$ cat config.mk
export PLATFORM = sky130hd
export DESIGN_NAME = mmu_top
export DESIGN_NICKNAME = d
export VERILOG_FILES = /design/src/common/riscv_vm_pkg.sv /design/src/common/mmu_cfg_pkg.sv /design/src/hw/mmu_top.sv /design/src/hw/data_translate.sv /design/src/hw/fetch_translate.sv /design/src/hw/tlb/tlb.sv
export SDC_FILE = /design/constraint.sdc
export NUM_CORES = 1
export LEC_CHECK = 0
export BUFFER_PORTS_ARGS = -buffer_cell sky130_fd_sc_hd__buf_2
export CAP_MARGIN = 15
export CELL_PAD_IN_SITES_DETAIL_PLACEMENT = 0
export CELL_PAD_IN_SITES_GLOBAL_PLACEMENT = 1
export CORE_ASPECT_RATIO = 0.75
export CORE_UTILIZATION = 42
export DETAILED_ROUTE_END_ITERATION = 10
export MAX_ROUTING_LAYER = met4
export PLACE_DENSITY_LB_ADDON = 0.1
export SYNTH_ARGS = -nofsm -noshare
export SYNTH_HDL_FRONTEND = slang
export SYNTH_SLANG_ARGS = --single-unit
$ cat constraint.sdc
create_clock -name clk_i -period 9.4 [get_ports clk_i]
set_input_delay 2.82 -clock clk_i [delete_from_list [all_inputs] [get_ports clk_i]]
set_output_delay 2.82 -clock clk_i [all_outputs]
set_load 0.01 [all_outputs]
$ cat src/common/riscv_vm_pkg.sv
// Sv39 architectural definitions: address widths, PTE layout, privilege levels,
// exception causes and the address composition helpers
package riscv_vm_pkg;

  // address and field widths
  localparam int unsigned vlen       = 39;
  localparam int unsigned plen       = 56;
  localparam int unsigned ppn_w      = 44;
  localparam int unsigned xlen       = 64;
  localparam int unsigned page_off_w = 12;
  localparam int unsigned vpn_seg_w  = 9;

  typedef logic [vlen-1:0]  vaddr_t;
  typedef logic [plen-1:0]  paddr_t;
  typedef logic [ppn_w-1:0] ppn_t;
  typedef logic [xlen-1:0]  xlen_t;

  // leaf PTE, msb first as in memory
  typedef struct packed {
    ppn_t       ppn;
    logic [1:0] rsw;
    logic       d;
    logic       a;
    logic       g;
    logic       u;
    logic       x;
    logic       w;
    logic       r;
    logic       v;
  } pte_t;

  typedef enum logic [1:0] {
    priv_u = 2'b00,
    priv_s = 2'b01,
    priv_m = 2'b11
  } priv_lvl_t;

  // mcause encodings of the exceptions this MMU can raise
  typedef enum logic [3:0] {
    instr_access_fault = 4'd1,
    ld_addr_misaligned = 4'd4,
    st_addr_misaligned = 4'd6,
    instr_page_fault   = 4'd12,
    load_page_fault    = 4'd13,
    store_page_fault   = 4'd15
  } exc_cause_t;

  // physical address from a leaf PTE, superpages pass the low VPN levels through
  function automatic paddr_t sv39_paddr(ppn_t ppn, vaddr_t va, logic is_2m, logic is_1g);
    paddr_t pa;
    pa = {ppn, va[page_off_w-1:0]};
    if (is_2m) begin
      pa[page_off_w +: vpn_seg_w] = va[page_off_w +: vpn_seg_w];
    end
    if (is_1g) begin
      pa[page_off_w +: 2*vpn_seg_w] = va[page_off_w +: 2*vpn_seg_w];
    end
    return pa;
  endfunction

  // tval carries the virtual address sign-extended to xlen
  function automatic xlen_t sv39_tval(vaddr_t va);
    return {{(xlen - vlen){va[vlen-1]}}, va};
  endfunction

endpackage
$ cat src/common/mmu_cfg_pkg.sv
// MMU implementation sizes and the request, response, CSR, TLB update,
// flush and lookup structs
package mmu_cfg_pkg;
  import riscv_vm_pkg::*;

  localparam int unsigned asid_w       = 9;
  localparam int unsigned itlb_entries = 4;
  localparam int unsigned dtlb_entries = 4;

  typedef logic [asid_w-1:0] asid_t;

  typedef struct packed {
    logic       valid;
    exc_cause_t cause;
    xlen_t      tval;
  } exc_t;

  // ------------------------------------------------
  // fetch and load/store ports
  // ------------------------------------------------
  typedef struct packed {
    logic   req;
    vaddr_t vaddr;
  } fetch_req_t;

  typedef struct packed {
    logic   valid;
    paddr_t paddr;
    exc_t   exc;
  } fetch_rsp_t;

  // misaligned is flagged by the LSU alongside the request
  typedef struct packed {
    logic   req;
    vaddr_t vaddr;
    logic   is_store;
    logic   misaligned;
  } lsu_req_t;

  typedef struct packed {
    logic   valid;
    paddr_t paddr;
    exc_t   exc;
  } lsu_rsp_t;

  // translation related CSR state
  typedef struct packed {
    priv_lvl_t priv_lvl;
    priv_lvl_t ld_st_priv_lvl;
    logic      sum;
    logic      en_translation;
    logic      en_ld_st_translation;
    asid_t     asid;
  } csr_state_t;

  // ------------------------------------------------
  // TLB side
  // ------------------------------------------------
  typedef struct packed {
    logic   valid;
    vaddr_t vaddr;
    asid_t  asid;
    logic   is_2m;
    logic   is_1g;
    pte_t   pte;
  } tlb_update_t;

  // fence semantics, zero asid or zero vaddr widen the flush
  typedef struct packed {
    logic   valid;
    asid_t  asid;
    vaddr_t vaddr;
  } tlb_flush_t;

  typedef struct packed {
    logic hit;
    logic is_2m;
    logic is_1g;
    pte_t pte;
  } tlb_lookup_t;

endpackage

$ cat src/hw/mmu_top.sv
// Sv39 MMU top: instruction and data TLBs with their translators,
// TLB refill comes from outside through the update ports
`timescale 1ns/100ps

module mmu_top
  import mmu_cfg_pkg::*;
(
  input  logic        clk_i,
  input  logic        rst_ni,
  input  fetch_req_t  fetch_req_i,
  input  lsu_req_t    lsu_req_i,
  input  csr_state_t  csr_i,
  input  tlb_flush_t  flush_i,
  input  tlb_update_t itlb_update_i,
  input  tlb_update_t dtlb_update_i,
  output fetch_rsp_t  fetch_rsp_o,
  output logic        lsu_dtlb_hit_o,
  output lsu_rsp_t    lsu_rsp_o,
  output logic        itlb_miss_o,
  output logic        dtlb_miss_o
);

  tlb_lookup_t itlb_lookup;
  tlb_lookup_t dtlb_lookup;

  // ------------------------------------------------
  // TLBs, one flush feeds both
  // ------------------------------------------------
  tlb #(
    .num_entries (itlb_entries)
  ) i_itlb (
    .clk_i      (clk_i),
    .rst_ni     (rst_ni),
    .lu_vaddr_i (fetch_req_i.vaddr),
    .lu_asid_i  (csr_i.asid),
    .update_i   (itlb_update_i),
    .flush_i    (flush_i),
    .lookup_o   (itlb_lookup)
  );

  tlb #(
    .num_entries (dtlb_entries)
  ) i_dtlb (
    .clk_i      (clk_i),
    .rst_ni     (rst_ni),
    .lu_vaddr_i (lsu_req_i.vaddr),
    .lu_asid_i  (csr_i.asid),
    .update_i   (dtlb_update_i),
    .flush_i    (flush_i),
    .lookup_o   (dtlb_lookup)
  );

  // ------------------------------------------------
  // translators
  // ------------------------------------------------
  fetch_translate i_fetch_translate (
    .fetch_req_i (fetch_req_i),
    .csr_i       (csr_i),
    .lookup_i    (itlb_lookup),
    .fetch_rsp_o (fetch_rsp_o),
    .itlb_miss_o (itlb_miss_o)
  );

  // response lags the request by one cycle
  data_translate i_data_translate (
    .clk_i          (clk_i),
    .rst_ni         (rst_ni),
    .lsu_req_i      (lsu_req_i),
    .csr_i          (csr_i),
    .lookup_i       (dtlb_lookup),
    .lsu_dtlb_hit_o (lsu_dtlb_hit_o),
    .dtlb_miss_o    (dtlb_miss_o),
    .lsu_rsp_o      (lsu_rsp_o)
  );

endmodule

$ cat src/hw/data_translate.sv
// Load/store side translation: one register stage, permission checks
// and misaligned / page fault selection
`timescale 1ns/100ps

module data_translate
  import riscv_vm_pkg::*;
  import mmu_cfg_pkg::*;
(
  input  logic        clk_i,
  input  logic        rst_ni,
  input  lsu_req_t    lsu_req_i,
  input  csr_state_t  csr_i,
  input  tlb_lookup_t lookup_i,
  output logic        lsu_dtlb_hit_o,
  output logic        dtlb_miss_o,
  output lsu_rsp_t    lsu_rsp_o
);

  lsu_req_t    lsu_req_q;
  tlb_lookup_t lookup_q;
  xlen_t       tval;
  logic        daccess_err;
  logic        store_err;

  // ------------------------------------------------
  // request cycle
  // ------------------------------------------------
  // always a hit in bare mode
  assign lsu_dtlb_hit_o = csr_i.en_ld_st_translation ? lookup_i.hit : 1'b1;
  assign dtlb_miss_o    = lsu_req_i.req && csr_i.en_ld_st_translation && !lookup_i.hit;

  always_ff @(posedge clk_i or negedge rst_ni) begin
    if (!rst_ni) begin
      lsu_req_q <= '0;
    end else begin
      lsu_req_q <= lsu_req_i;
    end
  end

  // tlb result, only looked at with lsu_req_q.req
  always_ff @(posedge clk_i) begin
    lookup_q <= lookup_i;
  end

  // ------------------------------------------------
  // response cycle
  // ------------------------------------------------
  assign tval = sv39_tval(lsu_req_q.vaddr);

  // S mode needs SUM for user pages, U mode only reaches user pages
  assign daccess_err = ((csr_i.ld_st_priv_lvl == priv_s) && !csr_i.sum && lookup_q.pte.u)
                       || ((csr_i.ld_st_priv_lvl == priv_u) && !lookup_q.pte.u);

  // stores also need w and the dirty bit already set
  assign store_err = !lookup_q.pte.w || !lookup_q.pte.d || daccess_err;

  always_comb begin : lsu_rsp
    lsu_rsp_o       = '0;
    lsu_rsp_o.valid = lsu_req_q.req;
    lsu_rsp_o.paddr = paddr_t'(lsu_req_q.vaddr);
    if (lsu_req_q.req && lsu_req_q.misaligned) begin
      // misaligned wins over any translation result
      lsu_rsp_o.exc.valid = 1'b1;
      lsu_rsp_o.exc.cause = lsu_req_q.is_store ? st_addr_misaligned : ld_addr_misaligned;
      lsu_rsp_o.exc.tval  = tval;
    end else if (csr_i.en_ld_st_translation) begin
      lsu_rsp_o.valid = 1'b0;
      lsu_rsp_o.paddr = sv39_paddr(lookup_q.pte.ppn, lsu_req_q.vaddr,
                                   lookup_q.is_2m, lookup_q.is_1g);
      if (lsu_req_q.req && lookup_q.hit) begin
        lsu_rsp_o.valid = 1'b1;
        if (lsu_req_q.is_store && store_err) begin
          lsu_rsp_o.exc.valid = 1'b1;
          lsu_rsp_o.exc.cause = store_page_fault;
          lsu_rsp_o.exc.tval  = tval;
        end else if (!lsu_req_q.is_store && daccess_err) begin
          lsu_rsp_o.exc.valid = 1'b1;
          lsu_rsp_o.exc.cause = load_page_fault;
          lsu_rsp_o.exc.tval  = tval;
        end
      end
    end
  end

endmodule

$ cat src/hw/fetch_translate.sv
// Fetch side translation: same cycle paddr composition and
// instruction page fault selection
`timescale 1ns/100ps

module fetch_translate
  import riscv_vm_pkg::*;
  import mmu_cfg_pkg::*;
(
  input  fetch_req_t  fetch_req_i,
  input  csr_state_t  csr_i,
  input  tlb_lookup_t lookup_i,
  output fetch_rsp_t  fetch_rsp_o,
  output logic        itlb_miss_o
);

  xlen_t tval;
  logic  iaccess_err;

  assign tval = sv39_tval(fetch_req_i.vaddr);

  // user page from S mode or supervisor page from U mode
  assign iaccess_err = ((csr_i.priv_lvl == priv_u) && !lookup_i.pte.u)
                       || ((csr_i.priv_lvl == priv_s) && lookup_i.pte.u);

  // perf counter pulse
  assign itlb_miss_o = fetch_req_i.req && csr_i.en_translation && !lookup_i.hit;

  always_comb begin : fetch_rsp
    fetch_rsp_o       = '0;
    // bare mode passes the vaddr straight through
    fetch_rsp_o.valid = fetch_req_i.req;
    fetch_rsp_o.paddr = paddr_t'(fetch_req_i.vaddr);
    if (csr_i.en_translation) begin
      fetch_rsp_o.valid = 1'b0;
      fetch_rsp_o.paddr = sv39_paddr(lookup_i.pte.ppn, fetch_req_i.vaddr,
                                     lookup_i.is_2m, lookup_i.is_1g);
      if (lookup_i.hit) begin
        fetch_rsp_o.valid = fetch_req_i.req;
        if (fetch_req_i.req && iaccess_err) begin
          fetch_rsp_o.exc.valid = 1'b1;
          fetch_rsp_o.exc.cause = instr_page_fault;
          fetch_rsp_o.exc.tval  = tval;
        end
      end
    end
  end

endmodule

$ cat src/hw/tlb/tlb.sv
// Fully associative Sv39 TLB with ASID tags, 4K/2M/1G leaves,
// round-robin fill and fence style flush
`timescale 1ns/100ps

module tlb
  import riscv_vm_pkg::*;
  import mmu_cfg_pkg::*;
#(
  parameter int unsigned num_entries = 4
) (
  input  logic        clk_i,
  input  logic        rst_ni,
  input  vaddr_t      lu_vaddr_i,
  input  asid_t       lu_asid_i,
  input  tlb_update_t update_i,
  input  tlb_flush_t  flush_i,
  output tlb_lookup_t lookup_o
);

  localparam int unsigned idx_w = (num_entries > 1) ? $clog2(num_entries) : 1;

  typedef struct packed {
    asid_t                asid;
    logic [vpn_seg_w-1:0] vpn2;
    logic [vpn_seg_w-1:0] vpn1;
    logic [vpn_seg_w-1:0] vpn0;
    logic                 is_2m;
    logic                 is_1g;
    pte_t                 pte;
  } tlb_entry_t;

  logic [num_entries-1:0] valid_q, valid_d;
  tlb_entry_t             entry_q [num_entries];
  logic [idx_w-1:0]       victim_q;
  logic [idx_w-1:0]       fill_idx;
  logic [num_entries-1:0] lu_hit;
  logic [num_entries-1:0] flush_hit;

  // vpn compare, superpages ignore the lower levels
  function automatic logic vpn_match(tlb_entry_t e, vaddr_t va);
    logic l2, l1, l0;
    l2 = (e.vpn2 == va[page_off_w + 2*vpn_seg_w +: vpn_seg_w]);
    l1 = (e.vpn1 == va[page_off_w + vpn_seg_w +: vpn_seg_w]);
    l0 = (e.vpn0 == va[page_off_w +: vpn_seg_w]);
    return l2 && (e.is_1g || l1) && (e.is_1g || e.is_2m || l0);
  endfunction

  // ------------------------------------------------
  // lookup
  // ------------------------------------------------
  always_comb begin : lookup
    lookup_o = '0;
    for (int i = 0; i < num_entries; i++) begin
      // global entries match every asid
      lu_hit[i] = valid_q[i] && vpn_match(entry_q[i], lu_vaddr_i)
                  && (entry_q[i].pte.g || (entry_q[i].asid == lu_asid_i));
    end
    // lowest index wins, only one should match anyway
    for (int i = num_entries - 1; i >= 0; i--) begin
      if (lu_hit[i]) begin
        lookup_o.hit   = 1'b1;
        lookup_o.is_2m = entry_q[i].is_2m;
        lookup_o.is_1g = entry_q[i].is_1g;
        lookup_o.pte   = entry_q[i].pte;
      end
    end
  end

  // ------------------------------------------------
  // flush, then fill
  // ------------------------------------------------
  always_comb begin : flush_fill
    valid_d = valid_q;
    for (int i = 0; i < num_entries; i++) begin
      if (flush_i.asid == '0 && flush_i.vaddr == '0) begin
        flush_hit[i] = 1'b1;
      end else if (flush_i.asid == '0) begin
        flush_hit[i] = vpn_match(entry_q[i], flush_i.vaddr);
      end else if (flush_i.vaddr == '0) begin
        flush_hit[i] = !entry_q[i].pte.g && (entry_q[i].asid == flush_i.asid);
      end else begin
        // address within one asid, globals survive
        flush_hit[i] = !entry_q[i].pte.g && (entry_q[i].asid == flush_i.asid)
                       && vpn_match(entry_q[i], flush_i.vaddr);
      end
      if (flush_i.valid && flush_hit[i]) begin
        valid_d[i] = 1'b0;
      end
    end
    // first free slot after the flush, else the victim pointer
    fill_idx = victim_q;
    for (int i = num_entries - 1; i >= 0; i--) begin
      if (!valid_d[i]) begin
        fill_idx = idx_w'(i);
      end
    end
    if (update_i.valid) begin
      valid_d[fill_idx] = 1'b1;
    end
  end

  always_ff @(posedge clk_i or negedge rst_ni) begin
    if (!rst_ni) begin
      valid_q  <= '0;
      victim_q <= '0;
    end else begin
      valid_q <= valid_d;
      // victim pointer moves on every fill
      if (update_i.valid) begin
        victim_q <= (victim_q == idx_w'(num_entries - 1)) ? '0 : victim_q + 1'b1;
      end
    end
  end

  // entry payload, qualified by valid_q
  always_ff @(posedge clk_i) begin
    if (update_i.valid) begin
      entry_q[fill_idx].asid  <= update_i.asid;
      entry_q[fill_idx].vpn2  <= update_i.vaddr[page_off_w + 2*vpn_seg_w +: vpn_seg_w];
      entry_q[fill_idx].vpn1  <= update_i.vaddr[page_off_w + vpn_seg_w +: vpn_seg_w];
      entry_q[fill_idx].vpn0  <= update_i.vaddr[page_off_w +: vpn_seg_w];
      entry_q[fill_idx].is_2m <= update_i.is_2m;
      entry_q[fill_idx].is_1g <= update_i.is_1g;
      entry_q[fill_idx].pte   <= update_i.pte;
    end
  end

endmodule

* After elaboration in Yosys (flattened, before gate mapping)
Memory sizes are Yosys's and may differ from the RTL's.
Cells that the tools add are included.
** Storage, ports and cells
- RAM bits :: 736
- Memories kept :: 2
- Bits of input ports :: 359
- Word-level logic and storage cells :: 331
- Output and inout port bits :: 255
- Register bits after elaboration :: 104
** Memories
- i_dtlb.entry_q :: depth 4, width 92, rd ports 4, clocked after memory_dff 0, wr ports 1, RTL line tlb.sv:33 : tlb_entry_t entry_q [num_entries];
- i_itlb.entry_q :: depth 4, width 92, rd ports 4, clocked after memory_dff 0, wr ports 1, RTL line tlb.sv:33
** Operators by class
- $lt $le $gt $ge :: 4
- Eq/ne operators :: 68
- Mux-type cells :: 77
- Reduce and logical (&&, ||, !) cells :: 161
- Bitwise logic cells :: 2
- $add $sub $neg :: 2
** Operators by type and width (number)
- 9-bit equality test :: 64
- 57-bit two-way mux :: 9
- 69-bit two-way mux :: 6
- 126-bit two-way mux :: 2
- 1-bit logical AND :: 89
- 1-bit logical OR :: 52
- 1-bit two-way mux :: 41
- 39-bit logical NOT :: 1
- 18-bit two-way mux :: 2
- 2-bit two-way mux :: 11
- 9-bit two-way mux :: 2
- 1-bit logical NOT :: 16
- 9-bit logical NOT :: 1
- 4-bit two-way mux :: 2
- 4-bit OR :: 2
- 2-bit by 3-bit less-than comparator with 1-bit output (second input constant) :: 2
- 2-bit by 1-bit adder with 2-bit output (second input constant) :: 2
- 1-bit demux with 2-bit select :: 2
- 2-bit by 1-bit equality test with 1-bit output (second input constant) :: 2
- 2-bit equality test (second input constant) :: 2
- 2-bit by 1-bit greater-or-equal comparator with 1-bit output (second input constant) :: 2
- 2-bit logical NOT :: 2

* Longest topological paths before layout
Gate-level depths: netlist (run 1).
An unclocked memory read counts as a cell.
- Depth after elaboration :: 21
- Mapped depth :: 12
- Depth with buffers taken out :: 8

* Cells and area by module
A second synthesis (run 1) with hierarchy kept.
** Second synthesis, totals
- Cells, all modules :: 2685
- Area, all modules :: 37795.0 µm²
** Modules (own cells, without submodules)
- tlb (i_itlb) :: sequential area each 11200.7 µm², area each 16940.0 µm², instances 1, cells each 1199
- tlb (i_dtlb) :: sequential area each 11200.7 µm², area each 16480.8 µm², instances 1, cells each 1091
- data_translate :: sequential area each 2052.0 µm², area each 3241.9 µm², instances 1, cells each 249
- fetch_translate :: sequential area each 0.0 µm², area each 1132.3 µm², instances 1, cells each 146

* Least setup slack after synthesis (run 1)
No wires, ideal clock.
- Kind :: in2out
- Start :: in csr_i[5] (netlist bit)
- End :: out fetch_rsp_o[39] (netlist bit)
- Cell stages on the path :: 11
- Required time :: 6.580 ns
- Path slack :: -0.221 ns
- Arrival time :: 6.801 ns
- Path buffers :: 3
- Cells stage by stage :: buf_2 -> xor2_1 -> nor4_1 -> a41oi_1 -> or4_1 -> or4b_1 -> a221oi_2 -> xor2_2 -> buf_6 -> nor4_2 -> buf_4
** RTL lines
- start: declaration :: RTL line mmu_top.sv:12 : input csr_state_t csr_i,
- end: declaration :: RTL line mmu_top.sv:16 : output fetch_rsp_t fetch_rsp_o,

==> results of run 1 <==
final timing paths:
check,start,slack (ps),end
setup / recovery,csr_i[7],330,fetch_rsp_o[66]
hold / removal,i_dtlb.entry_q[0][24],450,i_data_translate.lookup_q[24]
setup reg to reg,i_dtlb.entry_q[2][64],5160,i_dtlb.entry_q[2][68]
hold reg to reg,i_dtlb.entry_q[0][24],450,i_data_translate.lookup_q[24]
max in group asynchronous,rst_ni,6450,i_itlb.victim_q[0]
min in group asynchronous,rst_ni,2320,i_data_translate.lsu_req_q[13]
layout make-up:
class	instances	area, µm²
fillers	7281	42100
flip-flops and latches	784	22800
multi-input cells	1577	11700
repair buffers	624	3350
clock buffers	102	2190
well taps	1128	1410
clock inverters	49	438
diodes	40	100
inverters	23	86.3
cells by family after synthesis:
group,after synthesis,share of synthesized area (%)
DFF,784,63.7
and+or+nand+nor,578,8.78
xor gates and xnor gates,577,14.2
AOI/OAI and AO/OA,307,6.16
buffers and inverters,272,3.87
muxes,111,3.20
adders and majority gates,2,0.0700
other,1,0.0105
routing by layer:
layer	wire [µm]	part of all wire, %	vias to the layer above	global-route usage [%]
li1	-	-	10600	-
met3	6860	6.6	136	5.68
met5	0	0	-	-
met2	48500	47	599	37.3
met4	2090	2.0	0	6.76
met1	46500	45	11400	32.2
state kept, by name (all words and copies together) (netlist names):
signal,flops
i_itlb.victim_q,2
i_dtlb.victim_q,2
i_dtlb.entry_q,344
i_itlb.valid_q,4
i_itlb.entry_q,336
i_dtlb.valid_q,4
i_data_translate.lookup_q,50
i_data_translate.lsu_req_q,42
worst register-to-register path: cells and delay by family (launching register included):
family | cells | cell delay, ps
buffers and inverters | 2 | 570
AND/OR/NAND/NOR | 1 | 300
flip-flops | 1 | 420
AO/OA/AOI/OAI | 5 | 2250
XOR/XNOR | 1 | 190
synthesized netlist by cell type, types with 43 or more instances:
| cell | count |
|---|---|
| edfxtp_1 | 680 |
| xnor2_1 | 316 |
| xor2_1 | 260 |
| nand2_1 | 162 |
| clkbuf_1 | 138 |
| nor4_1 | 104 |
| mux2i_1 | 86 |
| buf_4 | 80 |
| o21ai_0 | 77 |
| nand4_1 | 68 |
| o311ai_0 | 57 |
| dfrtp_1 | 54 |
| o21a_1 | 54 |
| dfxtp_1 | 50 |
| and2_1 | 43 |
where the power goes:
group | leakage (nW) | total (W) | switching, W | internal, W
Combinational | 6.49 | 0.00131 | 0.000850 | 0.000459
Clock | 1.27 | 0.00319 | 0.00137 | 0.00182
Sequential | 7.25 | 0.00470 | 0.000261 | 0.00444
Total | 15.0 | 0.00920 | 0.00248 | 0.00672
stage by stage:
step / instance area, µm² / hold slack, ps / setup WS (ps) / total power, W
6_report: 42100 / 454 / 326 / 0.00920
5_1_grt: 42100 / 468 / 20.4 / 0.00956
4_1_cts: 42000 / 460 / 250 / 0.00931
3_5_place_dp: 39300 / 438 / 263 / 0.00610
3_3_place_gp: 39300 / 438 / 265 / 0.00607
2_1_floorplan: 35700 / 434 / 131 / 0.00555
==> results.json, run 1 <==
{
  "status": "finished, final reports clean",
  "holdBufCountCts": 0,
  "avgRoutedWirePerCell_um": 24.0,
  "yosys_warnings": 0,
  "die_y_um": 255,
  "worstPathMaxFanout": 39,
  "core_area_um2": 84100,
  "maxCapViolCount": 0,
  "critPathKind": "primary input to output port",
  "worstSkewPairLatency_ps": 640,
  "placedCellCount": 4135,
  "reg2reg_depth": 9,
  "period_needed_ps": 9070,
  "syn_area_um2": 35700,
  "critPathCaptureType": "output port",
  "cpPeakStageDelay_ps": 550,
  "mostFrequentLayoutCell": "edfxtp_1",
  "holdCritPathClass": "flip-flop to flip-flop",
  "portBuffers": 573,
  "clk_pin_slew_ps": 60,
  "dieArea_um2": 86200,
  "rows": 92,
  "firstDrtPassIters": 5,
  "async_flop_share_pct": 6.89,
  "synth_cell_types": 58,
  "instances_no_fill": 4327,
  "totalWireLength_mm": 104,
  "power.density_nw_per_um2": 219,
  "cts_tree": "yes",
  "drc": 0,
  "cts-resized-gates": 0,
  "clock-root-buffer": "clkbuf_16",
  "crit_required_ps": 6580,
  "finalNetCount": 3453,
  "grt_usage_pct": 24.3,
  "ir_worst_vdd_mv": 0.140,
  "finalHoldViolations": 0,
  "fp.dieW_um": 339,
  "worstHoldPathCells": 1,
  "slew_violations": 0,
  "tightest_slew_ps": 1120,
  "postSynthCellCount": 2632,
  "ant_nets": 0,
  "drtIter0Drc": 1477,
  "drive_gt1_share_pct": 25.6,
  "ys_seq_area_share_pct": 63.7,
  "cts_setup_buffers": 0,
  "dp_hpwl_mm": 72.1,
  "leakage_nw": 15.0,
  "gr-total-overflow": 0,
  "grt_pass1_wl_mm": 149,
  "period_share_pct": 96.5,
  "pin_count": 614,
  "critPathArrivalTime_ps": 6250,
  "synth_edf_count": 680,
  "start_util_pct": 42.5,
  "crit_family": "simple AND/OR/NAND/NOR gates",
  "htree_levels": 3,
  "vias": 22800,
  "synth.top_cell.area_share_pct": 57.2,
  "synth_area_per_cell_um2": 13.6,
  "antenna_found_initial": 44,
  "path_cells": "buf_2 -> xor2_1 -> nor4_1 -> a41oi_1 -> buf_4 -> or4_1 -> or4b_1 -> a221oi_2 -> buf_4 -> xor2_4 -> buf_12 -> nor4_2 -> buf_2",
  "clock_sinks": 784,
  "gp_congestion": 0.888,
  "crit_path_start_kind": "primary input",
  "cts_buffers": 82,
  "final_util_pct": 50.0,
  "synth.area.top_cells": "edfxtp_1 57%, xnor2_1 7.7%, xor2_1 6.4%, dfrtp_1 3.8%, dfxtp_1 2.8%",
  "grt_pass1_vias": 22900,
  "cts.path.max_buffers": 3,
  "avgViaCountPerCell": 5.26,
  "ys_ff_latch": 784,
  "crit_buf_inv": 5,
  "grt_start_max_net_pins": 98,
  "fin_skew_ps": 19.5,
  "finalSetupViolCount": 0,
  "slew_headroom_pct": 24.6,
  "layout_common_cells": "680 x edfxtp_1, 573 x buf_2, 316 x xnor2_1",
  "synthToLayoutAreaGrowth_pct": 17.8,
  "rsz0062_at_grt": "no",
  "synth_top_cell_by_area": "edfxtp_1",
  "cp.depth": 13,
  "synth_top_flop_cell": "edfxtp_1",
  "fin_setup_tns_ps": 0,
  "slowest_stage": "or4b_1",
  "clock.fmax_mhz": 110
}
Power figures use the tool's default switching activity.
==> inputs of run 2 (changes only) <==
--- a/config.mk
+++ b/config.mk
@@ -10,10 +10,13 @@
 export CELL_PAD_IN_SITES_DETAIL_PLACEMENT = 0
 export CELL_PAD_IN_SITES_GLOBAL_PLACEMENT = 1
 export CORE_ASPECT_RATIO = 0.75
-export CORE_UTILIZATION = 42
+export CORE_UTILIZATION = 44
+export CTS_BUF_LIST = sky130_fd_sc_hd__clkbuf_4
 export DETAILED_ROUTE_END_ITERATION = 10
 export MAX_ROUTING_LAYER = met4
 export PLACE_DENSITY_LB_ADDON = 0.1
+export RECOVER_POWER = 50
 export SYNTH_ARGS = -nofsm -noshare
 export SYNTH_HDL_FRONTEND = slang
+export SYNTH_HIERARCHICAL = 1
 export SYNTH_SLANG_ARGS = --single-unit
==> run 2 against run 1 <==
Routed wire length increased by 1.2%. Final area decreased by 2.0%. The flow now finishes with violations (capacitance limit, slew limit). Sequential power decreased by 1%. Global-route usage increased by 1.9 points. Area after synthesis decreased by 0.15%. Sequential share of layout area increased by 1.1 points. Core utilization increased by 1.3 points. Synthesized cell count decreased by 2.7%. Count of clock-buffer cells in the layout increased by 213. Combinational power decreased by 7%.
==> results.json, run 2 <==
{
  "top_register": "i_dtlb/entry_q",
  "drc": 0,
  "mostFrequentLayoutCell": "edfxtp_1",
  "rows": 90,
  "synthToLayoutAreaGrowth_pct": 15.6,
  "crit_required_ps": 6580,
  "start_util_pct": 44.4,
  "timing.rr.start": "i_dtlb/entry_q[2][91]",
  "postSynthCellCount": 2560,
  "reg2reg_to": "i_data_translate/lookup_q[44]",
  "antenna_found_initial": 23,
  "rrSetupSlack_ps": 3580,
  "leakage_nw": 14.9,
  "grt_start_max_net_pins": 90,
  "clock-root-buffer": "clkbuf_4",
  "whs_ps": 480,
  "status": "complete, but fails checks",
  "hold_path_end": "i_data_translate/lookup_q[45]",
  "grt_pass1_wl_mm": 152,
  "drtIter0Drc": 1517,
  "clock.fmax_mhz": 110,
  "clock_sinks": 784,
  "gp_congestion": 0.904,
  "maxCapViolCount": 5,
  "vias": 23200,
  "cts_tree": "yes",
  "critPathArrivalTime_ps": 6280,
  "die_y_um": 249,
  "avgViaCountPerCell": 5.33,
  "critPathKind": "primary input to output port",
  "period_needed_ps": 9100,
  "ir_worst_vdd_mv": 0.117,
  "finalSetupViolCount": 0,
  "fin_setup_tns_ps": 0,
  "top_regs": "i_dtlb/entry_q: 344 flops, i_itlb/entry_q: 336 flops, i_data_translate/lookup_q: 50 flops",
  "grt_usage_pct": 26.1,
  "ant_nets": 0,
  "finalNetCount": 3477,
  "worstPathMaxFanout": 28,
  "drive_gt1_share_pct": 26.2,
  "finalHoldViolations": 0,
  "pre_cts_ws_ps": 309,
  "period_share_pct": 96.8,
  "portBuffers": 573,
  "cts-resized-gates": 0,
  "yosys_warnings": 6,
  "avgRoutedWirePerCell_um": 24.1,
  "power.density_nw_per_um2": 214,
  "htree_levels": 4,
  "fin_skew_ps": 35.2,
  "syn_area_um2": 35700,
  "slew_violations": 204,
  "rsz0062_at_grt": "no",
  "core_area_um2": 80300,
  "fp.dieW_um": 331,
  "pin_count": 614,
  "dieArea_um2": 82200,
  "reg2reg_depth": 9,
  "layout_common_cells": "680 x edfxtp_1, 358 x buf_2, 315 x clkbuf_4",
  "worstSkewPairLatency_ps": 1040,
  "hold_path.startpoint": "i_dtlb/entry_q[1][45]",
  "violations": "capacitance limit, slew limit",
  "slew_headroom_pct": -129,
  "totalWireLength_mm": 105,
  "setup_ws_ps": 297,
  "holdBufCountCts": 0,
  "dp_hpwl_mm": 71.6,
  "cts_setup_buffers": 0,
  "p_total_w": 0.00883,
  "largest_reg_flops": 344,
  "tightest_slew_ps": 3430,
  "worstHoldPathCells": 2,
  "holdCritPathClass": "flip-flop to flip-flop",
  "gr-total-overflow": 0,
  "final_util_pct": 51.3,
  "firstDrtPassIters": 5,
  "synth_area_per_cell_um2": 13.9,
  "grt_pass1_vias": 23600,
  "critPathCaptureType": "output port",
  "cts_buffers": 195,
  "clk_pin_slew_ps": 70,
  "cts.path.max_buffers": 3,
  "crit_path_start_kind": "primary input"
}
## run 2: changes by cell type in the layout (fill, tap and decap cells not counted), sizes merged, moves of 39 or more
cell    change
mux2       +77
mux2i      -86
o21a       -50
nand3      +49
buf       -226
nor3b      +41
nor2       +67
clkbuf    +433
nor4       -39
o22ai      +47
o311ai     -57
a221oi     +47
o21ai      -66
nand2      -92
## run 2: routing by layer
layer  up-vias  part of all wire [%]  global-route usage [%]
met5         -                     0                       -
met4         0                   1.7                    7.52
met3       155                   7.2                    6.72
met2       755                    45                    38.0
met1     11600                    46                    36.0
li1      10700                     -                       -
## run 2: where the power goes
group	leakage [nW]	switching (W)	internal (W)
Clock	1.56	0.00140	0.00157
Sequential	7.26	0.000248	0.00440
Combinational	6.09	0.000806	0.000410
## run 2: worst max-delay path by stage
stage,depth (start not counted),endpoint,from
5_1_grt,14,fetch_rsp_o[66],csr_i[5]
3_5_place_dp,14,fetch_rsp_o[5],csr_i[7]
6_report,14,fetch_rsp_o[5],csr_i[7]
4_1_cts,14,fetch_rsp_o[5],csr_i[7]
2_1_floorplan,8,i_itlb/entry_q[1][10],flush_i[16]
3_3_place_gp,14,fetch_rsp_o[10],csr_i[7]
## run 2: critical path: stages
cell and delay, ps:
buf_2 140, xor2_1 140, nor4_1 390, buf_4 190, a41oi_1 110, buf_4 180, or4b_4 580, nor2_1 110
a31oi_1 50, mux2_2 310, xor2_4 690, buf_4 320, nor3b_1 70, buf_2 160
## run 2: final cells by class
class | instances | area (µm²)
Timing Repair Buffer | 618 | 2970
Inverter | 10 | 37.5
Multi-Input combinational cell | 1507 | 11400
Sequential cell | 784 | 22800
Tap cell | 1058 | 1320
Clock inverter | 44 | 251
Fill cell | 7168 | 39100
Clock buffer | 315 | 2360
Antenna cell | 25 | 62.6
## run 2: through the flow
stage,instance area [µm²],instances
after floorplan,35700,2561
after global placement,38900,3977
after detailed placement,38900,3977
after CTS,41500,4336
after global routing,41200,4359
final,41200,4361
